==> src/design/lsrs_pkg.sv <==
package lsrs_pkg;

	localparam int DATA_W   = 32;
	localparam int TAG_W    = 4; // tag 0 means the value is present
	localparam int IMM_W    = 12;
	localparam int N_LOAD   = 4;
	localparam int N_STORE  = 4;
	localparam int AQ_DEPTH = 8;
	localparam int N_MAX    = (N_LOAD > N_STORE) ? N_LOAD : N_STORE;
	localparam int SLOT_W   = $clog2(N_MAX);
	localparam int AQ_PTR_W = $clog2(AQ_DEPTH);

	typedef logic [TAG_W-1:0] tag_t;
	typedef logic [DATA_W-1:0] data_t;

	typedef struct packed {
		tag_t  tag;
		data_t value;
	} operand_t;

	typedef struct packed {
		tag_t                   tag;
		operand_t               base;
		operand_t               data; // store data, unused by loads
		logic [IMM_W-1:0]       imm;
		logic                   is_store;
	} iq_req_t;

	typedef struct packed {
		logic  valid;
		tag_t  tag;
		data_t data;
	} cdb_t;

	// queue head on its way into a station
	typedef struct packed {
		logic              valid;
		logic              is_store;
		logic [SLOT_W-1:0] slot;
		data_t             addr;
	} aq_write_t;

	typedef struct packed {
		logic [N_LOAD-1:0]  addr_valid;
		data_t [N_LOAD-1:0] addr;
	} ld_view_t;

	typedef struct packed {
		logic [N_STORE-1:0]  addr_valid;
		data_t [N_STORE-1:0] addr;
	} st_view_t;

	typedef struct packed {
		tag_t  tag;
		logic  is_store;
		data_t addr;
		data_t wdata;
	} mu_req_t;

endpackage
==> src/design/lsrs_top.sv <==
module lsrs_top (
	input  logic                clk,
	input  logic                rst_n,
	input  logic                i_iq_valid,
	input  lsrs_pkg::iq_req_t   i_iq,
	input  lsrs_pkg::cdb_t      i_cdb,
	input  logic                i_mu_ready,
	output logic                o_iq_ready,
	output logic                o_mu_valid,
	output lsrs_pkg::mu_req_t   o_mu
);

	logic aq_full;
	logic ld_full;
	logic st_full;
	logic push;
	lsrs_pkg::aq_write_t aq_write;
	lsrs_pkg::ld_view_t ld_view;
	lsrs_pkg::st_view_t st_view;
	logic [lsrs_pkg::SLOT_W-1:0] ld_free;
	logic [lsrs_pkg::SLOT_W-1:0] st_free;
	logic [lsrs_pkg::N_LOAD-1:0] ld_ready;
	logic [lsrs_pkg::N_LOAD-1:0] grant_ld;
	lsrs_pkg::tag_t [lsrs_pkg::N_LOAD-1:0] ld_tag;
	lsrs_pkg::data_t [lsrs_pkg::N_LOAD-1:0] ld_addr;
	logic [lsrs_pkg::N_STORE-1:0] st_ready;
	logic [lsrs_pkg::N_STORE-1:0] grant_st;
	lsrs_pkg::tag_t [lsrs_pkg::N_STORE-1:0] st_tag;
	lsrs_pkg::data_t [lsrs_pkg::N_STORE-1:0] st_addr;
	lsrs_pkg::data_t [lsrs_pkg::N_STORE-1:0] st_wdata;

	// need room in the queue and in the station of the instruction's kind
	assign o_iq_ready = !aq_full && (i_iq.is_store ? !st_full : !ld_full);
	assign push = i_iq_valid && o_iq_ready;

	lsrs_addr_queue addr_queue_inst (
		.clk(clk), .rst_n(rst_n),
		.i_push(push), .i_push_base(i_iq.base), .i_push_imm(i_iq.imm),
		.i_push_is_store(i_iq.is_store), .i_push_slot(i_iq.is_store ? st_free : ld_free),
		.i_cdb(i_cdb), .o_full(aq_full), .o_write(aq_write)
	);

	lsrs_load_station load_station_inst (
		.clk(clk), .rst_n(rst_n),
		.i_alloc(push && !i_iq.is_store), .i_alloc_tag(i_iq.tag),
		.i_write(aq_write), .i_st_view(st_view),
		.i_grant_ld(grant_ld), .i_grant_st(grant_st),
		.o_free_slot(ld_free), .o_full(ld_full), .o_ready(ld_ready),
		.o_tag(ld_tag), .o_addr(ld_addr), .o_view(ld_view)
	);

	lsrs_store_station store_station_inst (
		.clk(clk), .rst_n(rst_n),
		.i_alloc(push && i_iq.is_store), .i_alloc_tag(i_iq.tag), .i_alloc_data(i_iq.data),
		.i_cdb(i_cdb), .i_write(aq_write), .i_ld_view(ld_view),
		.i_grant_ld(grant_ld), .i_grant_st(grant_st),
		.o_free_slot(st_free), .o_full(st_full), .o_ready(st_ready),
		.o_tag(st_tag), .o_addr(st_addr), .o_wdata(st_wdata), .o_view(st_view)
	);

	lsrs_mem_issue mem_issue_inst (
		.clk(clk), .rst_n(rst_n),
		.i_ld_ready(ld_ready), .i_ld_tag(ld_tag), .i_ld_addr(ld_addr),
		.i_st_ready(st_ready), .i_st_tag(st_tag), .i_st_addr(st_addr),
		.i_st_wdata(st_wdata), .i_mu_ready(i_mu_ready),
		.o_grant_ld(grant_ld), .o_grant_st(grant_st),
		.o_mu_valid(o_mu_valid), .o_mu(o_mu)
	);

endmodule

==> src/design/lsrs_mem_issue.sv <==
module lsrs_mem_issue (
	input  logic                                       clk,
	input  logic                                       rst_n,
	input  logic [lsrs_pkg::N_LOAD-1:0]                i_ld_ready,
	input  lsrs_pkg::tag_t [lsrs_pkg::N_LOAD-1:0]      i_ld_tag,
	input  lsrs_pkg::data_t [lsrs_pkg::N_LOAD-1:0]     i_ld_addr,
	input  logic [lsrs_pkg::N_STORE-1:0]               i_st_ready,
	input  lsrs_pkg::tag_t [lsrs_pkg::N_STORE-1:0]     i_st_tag,
	input  lsrs_pkg::data_t [lsrs_pkg::N_STORE-1:0]    i_st_addr,
	input  lsrs_pkg::data_t [lsrs_pkg::N_STORE-1:0]    i_st_wdata,
	input  logic                                       i_mu_ready,
	output logic [lsrs_pkg::N_LOAD-1:0]                o_grant_ld,
	output logic [lsrs_pkg::N_STORE-1:0]               o_grant_st,
	output logic                                       o_mu_valid,
	output lsrs_pkg::mu_req_t                          o_mu
);

	logic [lsrs_pkg::SLOT_W-1:0] ld_ptr;
	logic [lsrs_pkg::SLOT_W-1:0] st_ptr;
	logic [lsrs_pkg::SLOT_W-1:0] ld_pick;
	logic [lsrs_pkg::SLOT_W-1:0] st_pick;
	logic [lsrs_pkg::SLOT_W-1:0] sel_idx;
	logic [lsrs_pkg::SLOT_W-1:0] lock_idx;
	logic sel_st;
	logic lock_valid;
	logic lock_st;
	logic hs;

	// first requester at or after ptr, wrapping at n
	function automatic logic [lsrs_pkg::SLOT_W-1:0] rr_pick(
		input logic [lsrs_pkg::N_MAX-1:0] req,
		input logic [lsrs_pkg::SLOT_W-1:0] ptr,
		input int n
	);
		int idx;
		logic found;
		rr_pick = ptr;
		found = 1'b0;
		for (int k = 0; k < n; k++) begin
			idx = (int'(ptr) + k) % n;
			if (!found && req[idx]) begin
				rr_pick = lsrs_pkg::SLOT_W'(idx);
				found = 1'b1;
			end
		end
	endfunction

	assign ld_pick = rr_pick(lsrs_pkg::N_MAX'(i_ld_ready), ld_ptr, lsrs_pkg::N_LOAD);
	assign st_pick = rr_pick(lsrs_pkg::N_MAX'(i_st_ready), st_ptr, lsrs_pkg::N_STORE);

	// a stalled offer stays put until the memory unit takes it
	always_comb begin
		if (lock_valid) begin
			sel_st = lock_st;
			sel_idx = lock_idx;
		end else if (|i_ld_ready) begin
			sel_st = 1'b0; // loads first
			sel_idx = ld_pick;
		end else begin
			sel_st = 1'b1;
			sel_idx = st_pick;
		end
		o_mu_valid = lock_valid || (|i_ld_ready) || (|i_st_ready);
		o_mu.is_store = sel_st;
		o_mu.tag = sel_st ? i_st_tag[sel_idx] : i_ld_tag[sel_idx];
		o_mu.addr = sel_st ? i_st_addr[sel_idx] : i_ld_addr[sel_idx];
		o_mu.wdata = sel_st ? i_st_wdata[sel_idx] : '0;
	end

	assign hs = o_mu_valid && i_mu_ready;
	assign o_grant_ld = (hs && !sel_st) ? lsrs_pkg::N_LOAD'(1) << sel_idx : '0;
	assign o_grant_st = (hs && sel_st) ? lsrs_pkg::N_STORE'(1) << sel_idx : '0;

	always_ff @(posedge clk or negedge rst_n) begin
		if (!rst_n) begin
			ld_ptr <= '0;
			st_ptr <= '0;
			lock_valid <= 1'b0;
			lock_st <= 1'b0;
			lock_idx <= '0;
		end else begin
			lock_valid <= o_mu_valid && !i_mu_ready;
			lock_st <= sel_st;
			lock_idx <= sel_idx;
			if (hs && !sel_st) begin
				ld_ptr <= lsrs_pkg::SLOT_W'((int'(sel_idx) + 1) % lsrs_pkg::N_LOAD);
			end
			if (hs && sel_st) begin
				st_ptr <= lsrs_pkg::SLOT_W'((int'(sel_idx) + 1) % lsrs_pkg::N_STORE);
			end
		end
	end

	a_hold: assert property (@(posedge clk) disable iff (!rst_n)
		o_mu_valid && !i_mu_ready |=> o_mu_valid && $stable(o_mu));
	a_st_grant_ready: assert property (@(posedge clk) disable iff (!rst_n)
		(o_grant_st & ~i_st_ready) == '0);

endmodule

==> src/design/lsrs_store_station.sv <==
module lsrs_store_station (
	input  logic                                       clk,
	input  logic                                       rst_n,
	input  logic                                       i_alloc,
	input  lsrs_pkg::tag_t                             i_alloc_tag,
	input  lsrs_pkg::operand_t                         i_alloc_data,
	input  lsrs_pkg::cdb_t                             i_cdb,
	input  lsrs_pkg::aq_write_t                        i_write,
	input  lsrs_pkg::ld_view_t                         i_ld_view,
	input  logic [lsrs_pkg::N_LOAD-1:0]                i_grant_ld,
	input  logic [lsrs_pkg::N_STORE-1:0]               i_grant_st,
	output logic [lsrs_pkg::SLOT_W-1:0]                o_free_slot,
	output logic                                       o_full,
	output logic [lsrs_pkg::N_STORE-1:0]               o_ready,
	output lsrs_pkg::tag_t [lsrs_pkg::N_STORE-1:0]     o_tag,
	output lsrs_pkg::data_t [lsrs_pkg::N_STORE-1:0]    o_addr,
	output lsrs_pkg::data_t [lsrs_pkg::N_STORE-1:0]    o_wdata,
	output lsrs_pkg::st_view_t                         o_view
);

	logic [lsrs_pkg::N_STORE-1:0] valid;
	logic [lsrs_pkg::N_STORE-1:0] addr_valid;
	lsrs_pkg::tag_t [lsrs_pkg::N_STORE-1:0] data_tag;
	logic [lsrs_pkg::N_STORE-1:0][lsrs_pkg::N_LOAD-1:0] ld_dep;
	logic [lsrs_pkg::N_STORE-1:0][lsrs_pkg::N_STORE-1:0] st_dep;
	logic [lsrs_pkg::N_LOAD-1:0] ld_match;
	logic [lsrs_pkg::N_STORE-1:0] st_match;
	logic [lsrs_pkg::N_STORE-1:0] alloc_vec;
	logic [lsrs_pkg::N_STORE-1:0] wr_vec;
	logic [lsrs_pkg::N_STORE-1:0] cdb_hit;
	lsrs_pkg::operand_t alloc_data;

	always_comb begin
		o_free_slot = '0;
		for (int i = lsrs_pkg::N_STORE-1; i >= 0; i--) begin
			if (!valid[i]) begin
				o_free_slot = lsrs_pkg::SLOT_W'(i);
			end
		end
	end

	always_comb begin
		alloc_data = i_alloc_data;
		if (i_cdb.valid && i_alloc_data.tag != '0 && i_alloc_data.tag == i_cdb.tag) begin
			alloc_data.tag = '0;
			alloc_data.value = i_cdb.data;
		end
		for (int i = 0; i < lsrs_pkg::N_STORE; i++) begin
			alloc_vec[i] = i_alloc && (o_free_slot == lsrs_pkg::SLOT_W'(i));
			wr_vec[i] = i_write.valid && i_write.is_store
				&& (i_write.slot == lsrs_pkg::SLOT_W'(i));
			cdb_hit[i] = i_cdb.valid && data_tag[i] != '0 && data_tag[i] == i_cdb.tag;
			st_match[i] = addr_valid[i] && (o_addr[i] == i_write.addr) && !i_grant_st[i];
			o_ready[i] = valid[i] && addr_valid[i] && (ld_dep[i] == '0)
				&& (st_dep[i] == '0) && (data_tag[i] == '0);
		end
		for (int j = 0; j < lsrs_pkg::N_LOAD; j++) begin
			ld_match[j] = i_ld_view.addr_valid[j] && (i_ld_view.addr[j] == i_write.addr)
				&& !i_grant_ld[j];
		end
	end

	assign o_full = &valid;

	always_ff @(posedge clk or negedge rst_n) begin
		if (!rst_n) begin
			valid <= '0;
			addr_valid <= '0;
			data_tag <= '0;
			ld_dep <= '0;
			st_dep <= '0;
		end else begin
			for (int i = 0; i < lsrs_pkg::N_STORE; i++) begin
				if (alloc_vec[i]) begin
					valid[i] <= 1'b1;
					addr_valid[i] <= 1'b0;
					ld_dep[i] <= '0;
					st_dep[i] <= '0;
				end else if (i_grant_st[i]) begin
					valid[i] <= 1'b0;
					addr_valid[i] <= 1'b0;
				end else if (wr_vec[i]) begin
					addr_valid[i] <= 1'b1; // own bit is clear here, no self dependency
					ld_dep[i] <= ld_match;
					st_dep[i] <= st_match;
				end else begin
					ld_dep[i] <= ld_dep[i] & ~i_grant_ld;
					st_dep[i] <= st_dep[i] & ~i_grant_st;
				end
				if (alloc_vec[i]) begin
					data_tag[i] <= alloc_data.tag;
				end else if (cdb_hit[i]) begin
					data_tag[i] <= '0;
				end
			end
		end
	end

	always_ff @(posedge clk) begin
		for (int i = 0; i < lsrs_pkg::N_STORE; i++) begin
			if (alloc_vec[i]) begin
				o_tag[i] <= i_alloc_tag;
				o_wdata[i] <= alloc_data.value;
			end else if (cdb_hit[i]) begin
				o_wdata[i] <= i_cdb.data;
			end
			if (wr_vec[i]) begin
				o_addr[i] <= i_write.addr;
			end
		end
	end

	assign o_view.addr_valid = addr_valid;
	assign o_view.addr = o_addr;

	a_alloc_free: assert property (@(posedge clk) disable iff (!rst_n)
		(alloc_vec & valid) == '0);

endmodule

==> src/design/lsrs_load_station.sv <==
module lsrs_load_station (
	input  logic                                       clk,
	input  logic                                       rst_n,
	input  logic                                       i_alloc,
	input  lsrs_pkg::tag_t                             i_alloc_tag,
	input  lsrs_pkg::aq_write_t                        i_write,
	input  lsrs_pkg::st_view_t                         i_st_view,
	input  logic [lsrs_pkg::N_LOAD-1:0]                i_grant_ld,
	input  logic [lsrs_pkg::N_STORE-1:0]               i_grant_st,
	output logic [lsrs_pkg::SLOT_W-1:0]                o_free_slot,
	output logic                                       o_full,
	output logic [lsrs_pkg::N_LOAD-1:0]                o_ready,
	output lsrs_pkg::tag_t [lsrs_pkg::N_LOAD-1:0]      o_tag,
	output lsrs_pkg::data_t [lsrs_pkg::N_LOAD-1:0]     o_addr,
	output lsrs_pkg::ld_view_t                         o_view
);

	logic [lsrs_pkg::N_LOAD-1:0] valid;
	logic [lsrs_pkg::N_LOAD-1:0] addr_valid;
	logic [lsrs_pkg::N_LOAD-1:0][lsrs_pkg::N_STORE-1:0] st_dep;
	logic [lsrs_pkg::N_STORE-1:0] st_match;
	logic wr_en;

	// lowest free slot
	always_comb begin
		o_free_slot = '0;
		for (int i = lsrs_pkg::N_LOAD-1; i >= 0; i--) begin
			if (!valid[i]) begin
				o_free_slot = lsrs_pkg::SLOT_W'(i);
			end
		end
	end

	// stores holding the same address, except one leaving this cycle
	always_comb begin
		for (int j = 0; j < lsrs_pkg::N_STORE; j++) begin
			st_match[j] = i_st_view.addr_valid[j] && (i_st_view.addr[j] == i_write.addr)
				&& !i_grant_st[j];
		end
	end

	assign wr_en = i_write.valid && !i_write.is_store;
	assign o_full = &valid;

	always_comb begin
		for (int i = 0; i < lsrs_pkg::N_LOAD; i++) begin
			o_ready[i] = valid[i] && addr_valid[i] && (st_dep[i] == '0);
		end
	end

	always_ff @(posedge clk or negedge rst_n) begin
		if (!rst_n) begin
			valid <= '0;
			addr_valid <= '0;
			st_dep <= '0;
		end else begin
			for (int i = 0; i < lsrs_pkg::N_LOAD; i++) begin
				if (i_alloc && o_free_slot == lsrs_pkg::SLOT_W'(i)) begin
					valid[i] <= 1'b1;
					addr_valid[i] <= 1'b0;
					st_dep[i] <= '0;
				end else if (i_grant_ld[i]) begin
					valid[i] <= 1'b0; // issued, slot free again
					addr_valid[i] <= 1'b0;
				end else if (wr_en && i_write.slot == lsrs_pkg::SLOT_W'(i)) begin
					addr_valid[i] <= 1'b1;
					st_dep[i] <= st_match;
				end else begin
					st_dep[i] <= st_dep[i] & ~i_grant_st;
				end
			end
		end
	end

	always_ff @(posedge clk) begin
		for (int i = 0; i < lsrs_pkg::N_LOAD; i++) begin
			if (i_alloc && o_free_slot == lsrs_pkg::SLOT_W'(i)) begin
				o_tag[i] <= i_alloc_tag;
			end
			if (wr_en && i_write.slot == lsrs_pkg::SLOT_W'(i)) begin
				o_addr[i] <= i_write.addr;
			end
		end
	end

	assign o_view.addr_valid = addr_valid;
	assign o_view.addr = o_addr;

	a_grant_ready: assert property (@(posedge clk) disable iff (!rst_n)
		(i_grant_ld & ~o_ready) == '0);

endmodule

==> src/design/lsrs_addr_queue.sv <==
module lsrs_addr_queue (
	input  logic                        clk,
	input  logic                        rst_n,
	input  logic                        i_push,
	input  lsrs_pkg::operand_t          i_push_base,
	input  logic [lsrs_pkg::IMM_W-1:0]  i_push_imm,
	input  logic                        i_push_is_store,
	input  logic [lsrs_pkg::SLOT_W-1:0] i_push_slot,
	input  lsrs_pkg::cdb_t              i_cdb,
	output logic                        o_full,
	output lsrs_pkg::aq_write_t         o_write
);

	lsrs_pkg::operand_t [lsrs_pkg::AQ_DEPTH-1:0] base;
	logic [lsrs_pkg::AQ_DEPTH-1:0][lsrs_pkg::IMM_W-1:0] imm;
	logic [lsrs_pkg::AQ_DEPTH-1:0] is_store;
	logic [lsrs_pkg::AQ_DEPTH-1:0][lsrs_pkg::SLOT_W-1:0] slot;
	logic [lsrs_pkg::AQ_PTR_W-1:0] head;
	logic [lsrs_pkg::AQ_PTR_W-1:0] tail;
	logic [lsrs_pkg::AQ_PTR_W:0] count;
	lsrs_pkg::operand_t push_base;
	lsrs_pkg::data_t imm_ext;
	logic pop;

	// a base that is broadcast in the push cycle is taken right away
	always_comb begin
		push_base = i_push_base;
		if (i_cdb.valid && i_push_base.tag != '0 && i_push_base.tag == i_cdb.tag) begin
			push_base.tag = '0;
			push_base.value = i_cdb.data;
		end
	end

	assign pop = (count != '0) && (base[head].tag == '0); // head base resolved
	assign imm_ext = lsrs_pkg::data_t'(signed'(imm[head]));
	assign o_full = (count == lsrs_pkg::AQ_DEPTH);

	always_comb begin
		o_write.valid = pop;
		o_write.is_store = is_store[head];
		o_write.slot = slot[head];
		o_write.addr = base[head].value + imm_ext;
	end

	always_ff @(posedge clk or negedge rst_n) begin
		if (!rst_n) begin
			head <= '0;
			tail <= '0;
			count <= '0;
		end else begin
			if (i_push) begin
				tail <= tail + 1'b1; // depth is a power of two, wraps
			end
			if (pop) begin
				head <= head + 1'b1;
			end
			case ({i_push, pop})
				2'b10: count <= count + 1'b1;
				2'b01: count <= count - 1'b1;
				default: ;
			endcase
		end
	end

	always_ff @(posedge clk) begin
		for (int k = 0; k < lsrs_pkg::AQ_DEPTH; k++) begin
			if (i_push && tail == lsrs_pkg::AQ_PTR_W'(k)) begin
				base[k] <= push_base;
				imm[k] <= i_push_imm;
				is_store[k] <= i_push_is_store;
				slot[k] <= i_push_slot;
			end else if (i_cdb.valid && base[k].tag != '0 && base[k].tag == i_cdb.tag) begin
				base[k].tag <= '0; // snoop the CDB
				base[k].value <= i_cdb.data;
			end
		end
	end

	a_no_push_full: assert property (@(posedge clk) disable iff (!rst_n)
		i_push |-> !o_full);

endmodule

==> config.mk <==
export PLATFORM = sky130hd
export DESIGN_NAME = lsrs_top
export DESIGN_NICKNAME = d
export VERILOG_FILES = /design/src/design/lsrs_pkg.sv /design/src/design/lsrs_top.sv /design/src/design/lsrs_mem_issue.sv /design/src/design/lsrs_store_station.sv /design/src/design/lsrs_load_station.sv /design/src/design/lsrs_addr_queue.sv
export SDC_FILE = /design/constraint.sdc
export NUM_CORES = 2
export LEC_CHECK = 0
export BUFFER_PORTS_ARGS = -buffer_cell sky130_fd_sc_hd__buf_2
export CORE_AREA = 2 2 335 254
export CTS_BUF_LIST = sky130_fd_sc_hd__clkbuf_8
export CTS_CLUSTER_SIZE = 24
export DETAILED_ROUTE_END_ITERATION = 6
export DIE_AREA = 0 0 337 256
export PLACE_DENSITY = 0.78
export SYNTH_ARGS = -nofsm -noshare
export SYNTH_HDL_FRONTEND = slang
export SYNTH_SLANG_ARGS = --single-unit
==> constraint.sdc <==
create_clock -name clk -period 7.15 [get_ports clk]
set_clock_uncertainty 0.2 [all_clocks]
set_input_delay 0.3575 -clock clk [delete_from_list [all_inputs] [get_ports clk]]
set_output_delay 0.3575 -clock clk [all_outputs]
set_load 0.01 [all_outputs]
==> results.cfg <==
[detailed_routing]
route.detailed.drc = 0
drtIter0Drc = 4372
wl_per_cell_um = 26.3
via_per_inst = 6.42
num_vias = 34400
wl_um = 141000
dr.pass1.iters = 6
antenna_left = 0

[global_route]
grt_antenna_before_repair = 5
grtUsageTotal_pct = 32.6
grt_overflow = 0
grt_max_degree = 153
grt_pass1_wl_um = 211000
grt_pass1_vias = 33900

[yosys]
ys_seq_elements = 922
synth.most_common_cell = edfxtp_1
yosysWarnings = 0
synth_edf_count = 824
syn_area_sq_um = 47800
ys.flop_type = edfxtp_1
synth_top_area_share_pct = 51.8
syn_inst = 3753
yosys-top-cells-count = 824 x edfxtp_1, 603 x nand2_1, 392 x mux2_2
synth_top_area_cell = edfxtp_1
syn_nets = 3930
ys_seq_area_share_pct = 56.9
synth_cell_type_count = 89
synth.area.top_cells = edfxtp_1 52%, mux2_2 9.2%, mux4_2 5.9%, dfrtp_1 5.1%, nand2_1 4.7%
postSynthAreaPerCell_sq_um = 12.7
synth-async-reset-ratio_pct = 10.6

[run]
drv_cap = 0

[critical_path]
crit_fanout = 16
end_kind = flip-flop
cp_slowest_stage_delay_ps = 660
crit_buf_inv = 1
crit_path_top_delay_cell = ha_1
cp_data_required_time_ps = 7710
critPathLaunchType = flip-flop
crit_path_cell_trace = mux4_2 > mux2i_1 > inv_1 > ha_1 > a21oi_1 > o21ai_0 > o22ai_1 > mux2i_1 > nand4_1 > or4_1 > or4_1 > a2111oi_0 > and4_1 > a32o_1
crit_type = reg2reg
worst_ep_arrival_time_ps = 7360
worst_path_dominant_cell_family = compound AO/OA/AOI/OAI gates

[timing]
finalCritPeriodShare_pct = 95.0
fmax_mhz = 147
worstMarginPinSlew_ps = 1260
max-slew-margin-rel_pct = 15.9
maxSlewViolCount = 0
hold_viol = 0
rsz0062_at_grt = no
final.setup.tns_ps = 0
final-setup-viol-count = 0
fin_crit_ps = 6800

[die]
num_io_pins = 201
initial_utilization_pct = 57.4
dieArea_sq_um = 86300
die_h_um = 256
rows = 92
die_w_um = 337
fp.coreArea_sq_um = 83200

[clock_network]
cts_tree = done
clock-sinks = 922
cts_max_path_buffers = 3
worstSkewPairLatency_ps = 840
cts-root-buf = clkbuf_8
h-tree-depth = 4
clk_pin_slew_worst_paths_ps = 60
cts_made_buffers = 146

[worst_hold_path]
hold_class = in2reg

[cells_and_area]
n_fill_cell = 5913
syn_to_final_growth_pct = 14.1
final_nets = 4299
drive_above_1_share_pct = 25.1

[outcome]
status = finished clean

[placed_design]
routabilityCongestion = 0.990
io_buffers = 200
post-dp-hpwl_um = 90000
## kinds of logic after synthesis
group,count (synthesis),synth area share (%)
AND/OR/NAND/NOR,1118,10.7
multiplexers,528,15.4
flip-flops,922,56.9
XOR/XNOR,316,6.34
adder cells (fa/ha/maj),47,1.26
AO/OA/AOI/OAI,529,7.03
buffers and inverters,293,2.36
## path summary, 6_finish.rpt
path / startpoint / end / slack, ps / cells after the start
worst max-delay path: addr_queue_inst.head[2] / store_station_inst.st_dep[14] / 350 / 14
worst min-delay path: i_iq[85] / store_station_inst.o_tag[12] / 150 / 2
worst max register to register: addr_queue_inst.head[2] / store_station_inst.st_dep[14] / 350 / 14
worst min register to register: addr_queue_inst.count[2] / addr_queue_inst.count[2] / 320 / 2
max in group asynchronous: rst_n / addr_queue_inst.head[1] / 5470 / 4
min in group asynchronous: rst_n / store_station_inst.data_tag[11] / 400 / 4
## layout by cell type (no fill, tap or decap), types with 11 or more instances in the layout
cell type        n
clkinv_1        25
clkbuf_8       149
dlygate4sd3_1  158
nand2_1        591
o211ai_1        51
a21o_1          11
nor4_1          36
or4_1           16
mux2_2         392
nand2b_1        12
dfrtp_1         95
ha_1            45
edfxtp_1       824
o2111ai_1       13
o21a_1          12
nor2_1         110
o21ai_0        155
nand4_1         66
inv_1          117
o22ai_1         13
and2_1          43
a32o_1          14
nor3_1          68
buf_4           90
xnor2_1        195
nand3_1         99
xnor3_1         14
a21oi_1        156
xor2_1         100
mux4_2         126
buf_2          199
nand2_2         14
## layout make-up
cell class	instances	area [sq um]	share of cell area (%)
tap	1128	1410	2.59
clock buffer	149	2050	3.76
antenna	3	7.51	0.0138
multi-input combinational	2538	19700	36.1
sequential	922	27200	49.9
clock inverter	107	529	0.971
timing repair buffer	452	3350	6.15
inverter	62	238	0.436
## routing by layer
layer	wire (um)	track usage [%]	vias up
met4	4140	10.9	6
met2	64200	49.2	2327
met3	17300	7.65	274
li1	-	-	14800
met5	47	0	-
met1	55100	46.9	17000
## sequential cells by signal, summed over array words and instances (netlist names), 8 cells and up
register                     count
addr_queue_inst.base           288
store_station_inst.ld_dep       16
store_station_inst.data_tag     16
load_station_inst.o_addr       128
store_station_inst.o_wdata     128
addr_queue_inst.imm             96
store_station_inst.st_dep       16
addr_queue_inst.is_store         8
store_station_inst.o_tag        16
store_station_inst.o_addr      128
addr_queue_inst.slot            16
load_station_inst.o_tag         16
load_station_inst.st_dep        16
## through the flow
step                setup WS [ps]  std cells  hold WS [ps]  instance area [sq um]  utilization, %
floorplan                     541       3753          -138                  47800               -
global placement              452       4942           161                  50300            60.4
detailed placement            372       4942           180                  50300            60.4
CTS                           337       5357          80.2                  54500            65.4
global route                  112       5360           157                  54500            65.5
finish                        355       5361           151                  54500            65.5
## what timing repair did
item | CTS | global route
endpoints found under the setup margin | 0 | 10
hold buffers | 159 | 0
hold endpoints to repair | 636 | 0
setup buffers | 0 | 1
gates resized for setup | 0 | 0
Power is not shown: default switching activity piles up to over one toggle a cycle in this logic, so the estimate is an artifact.
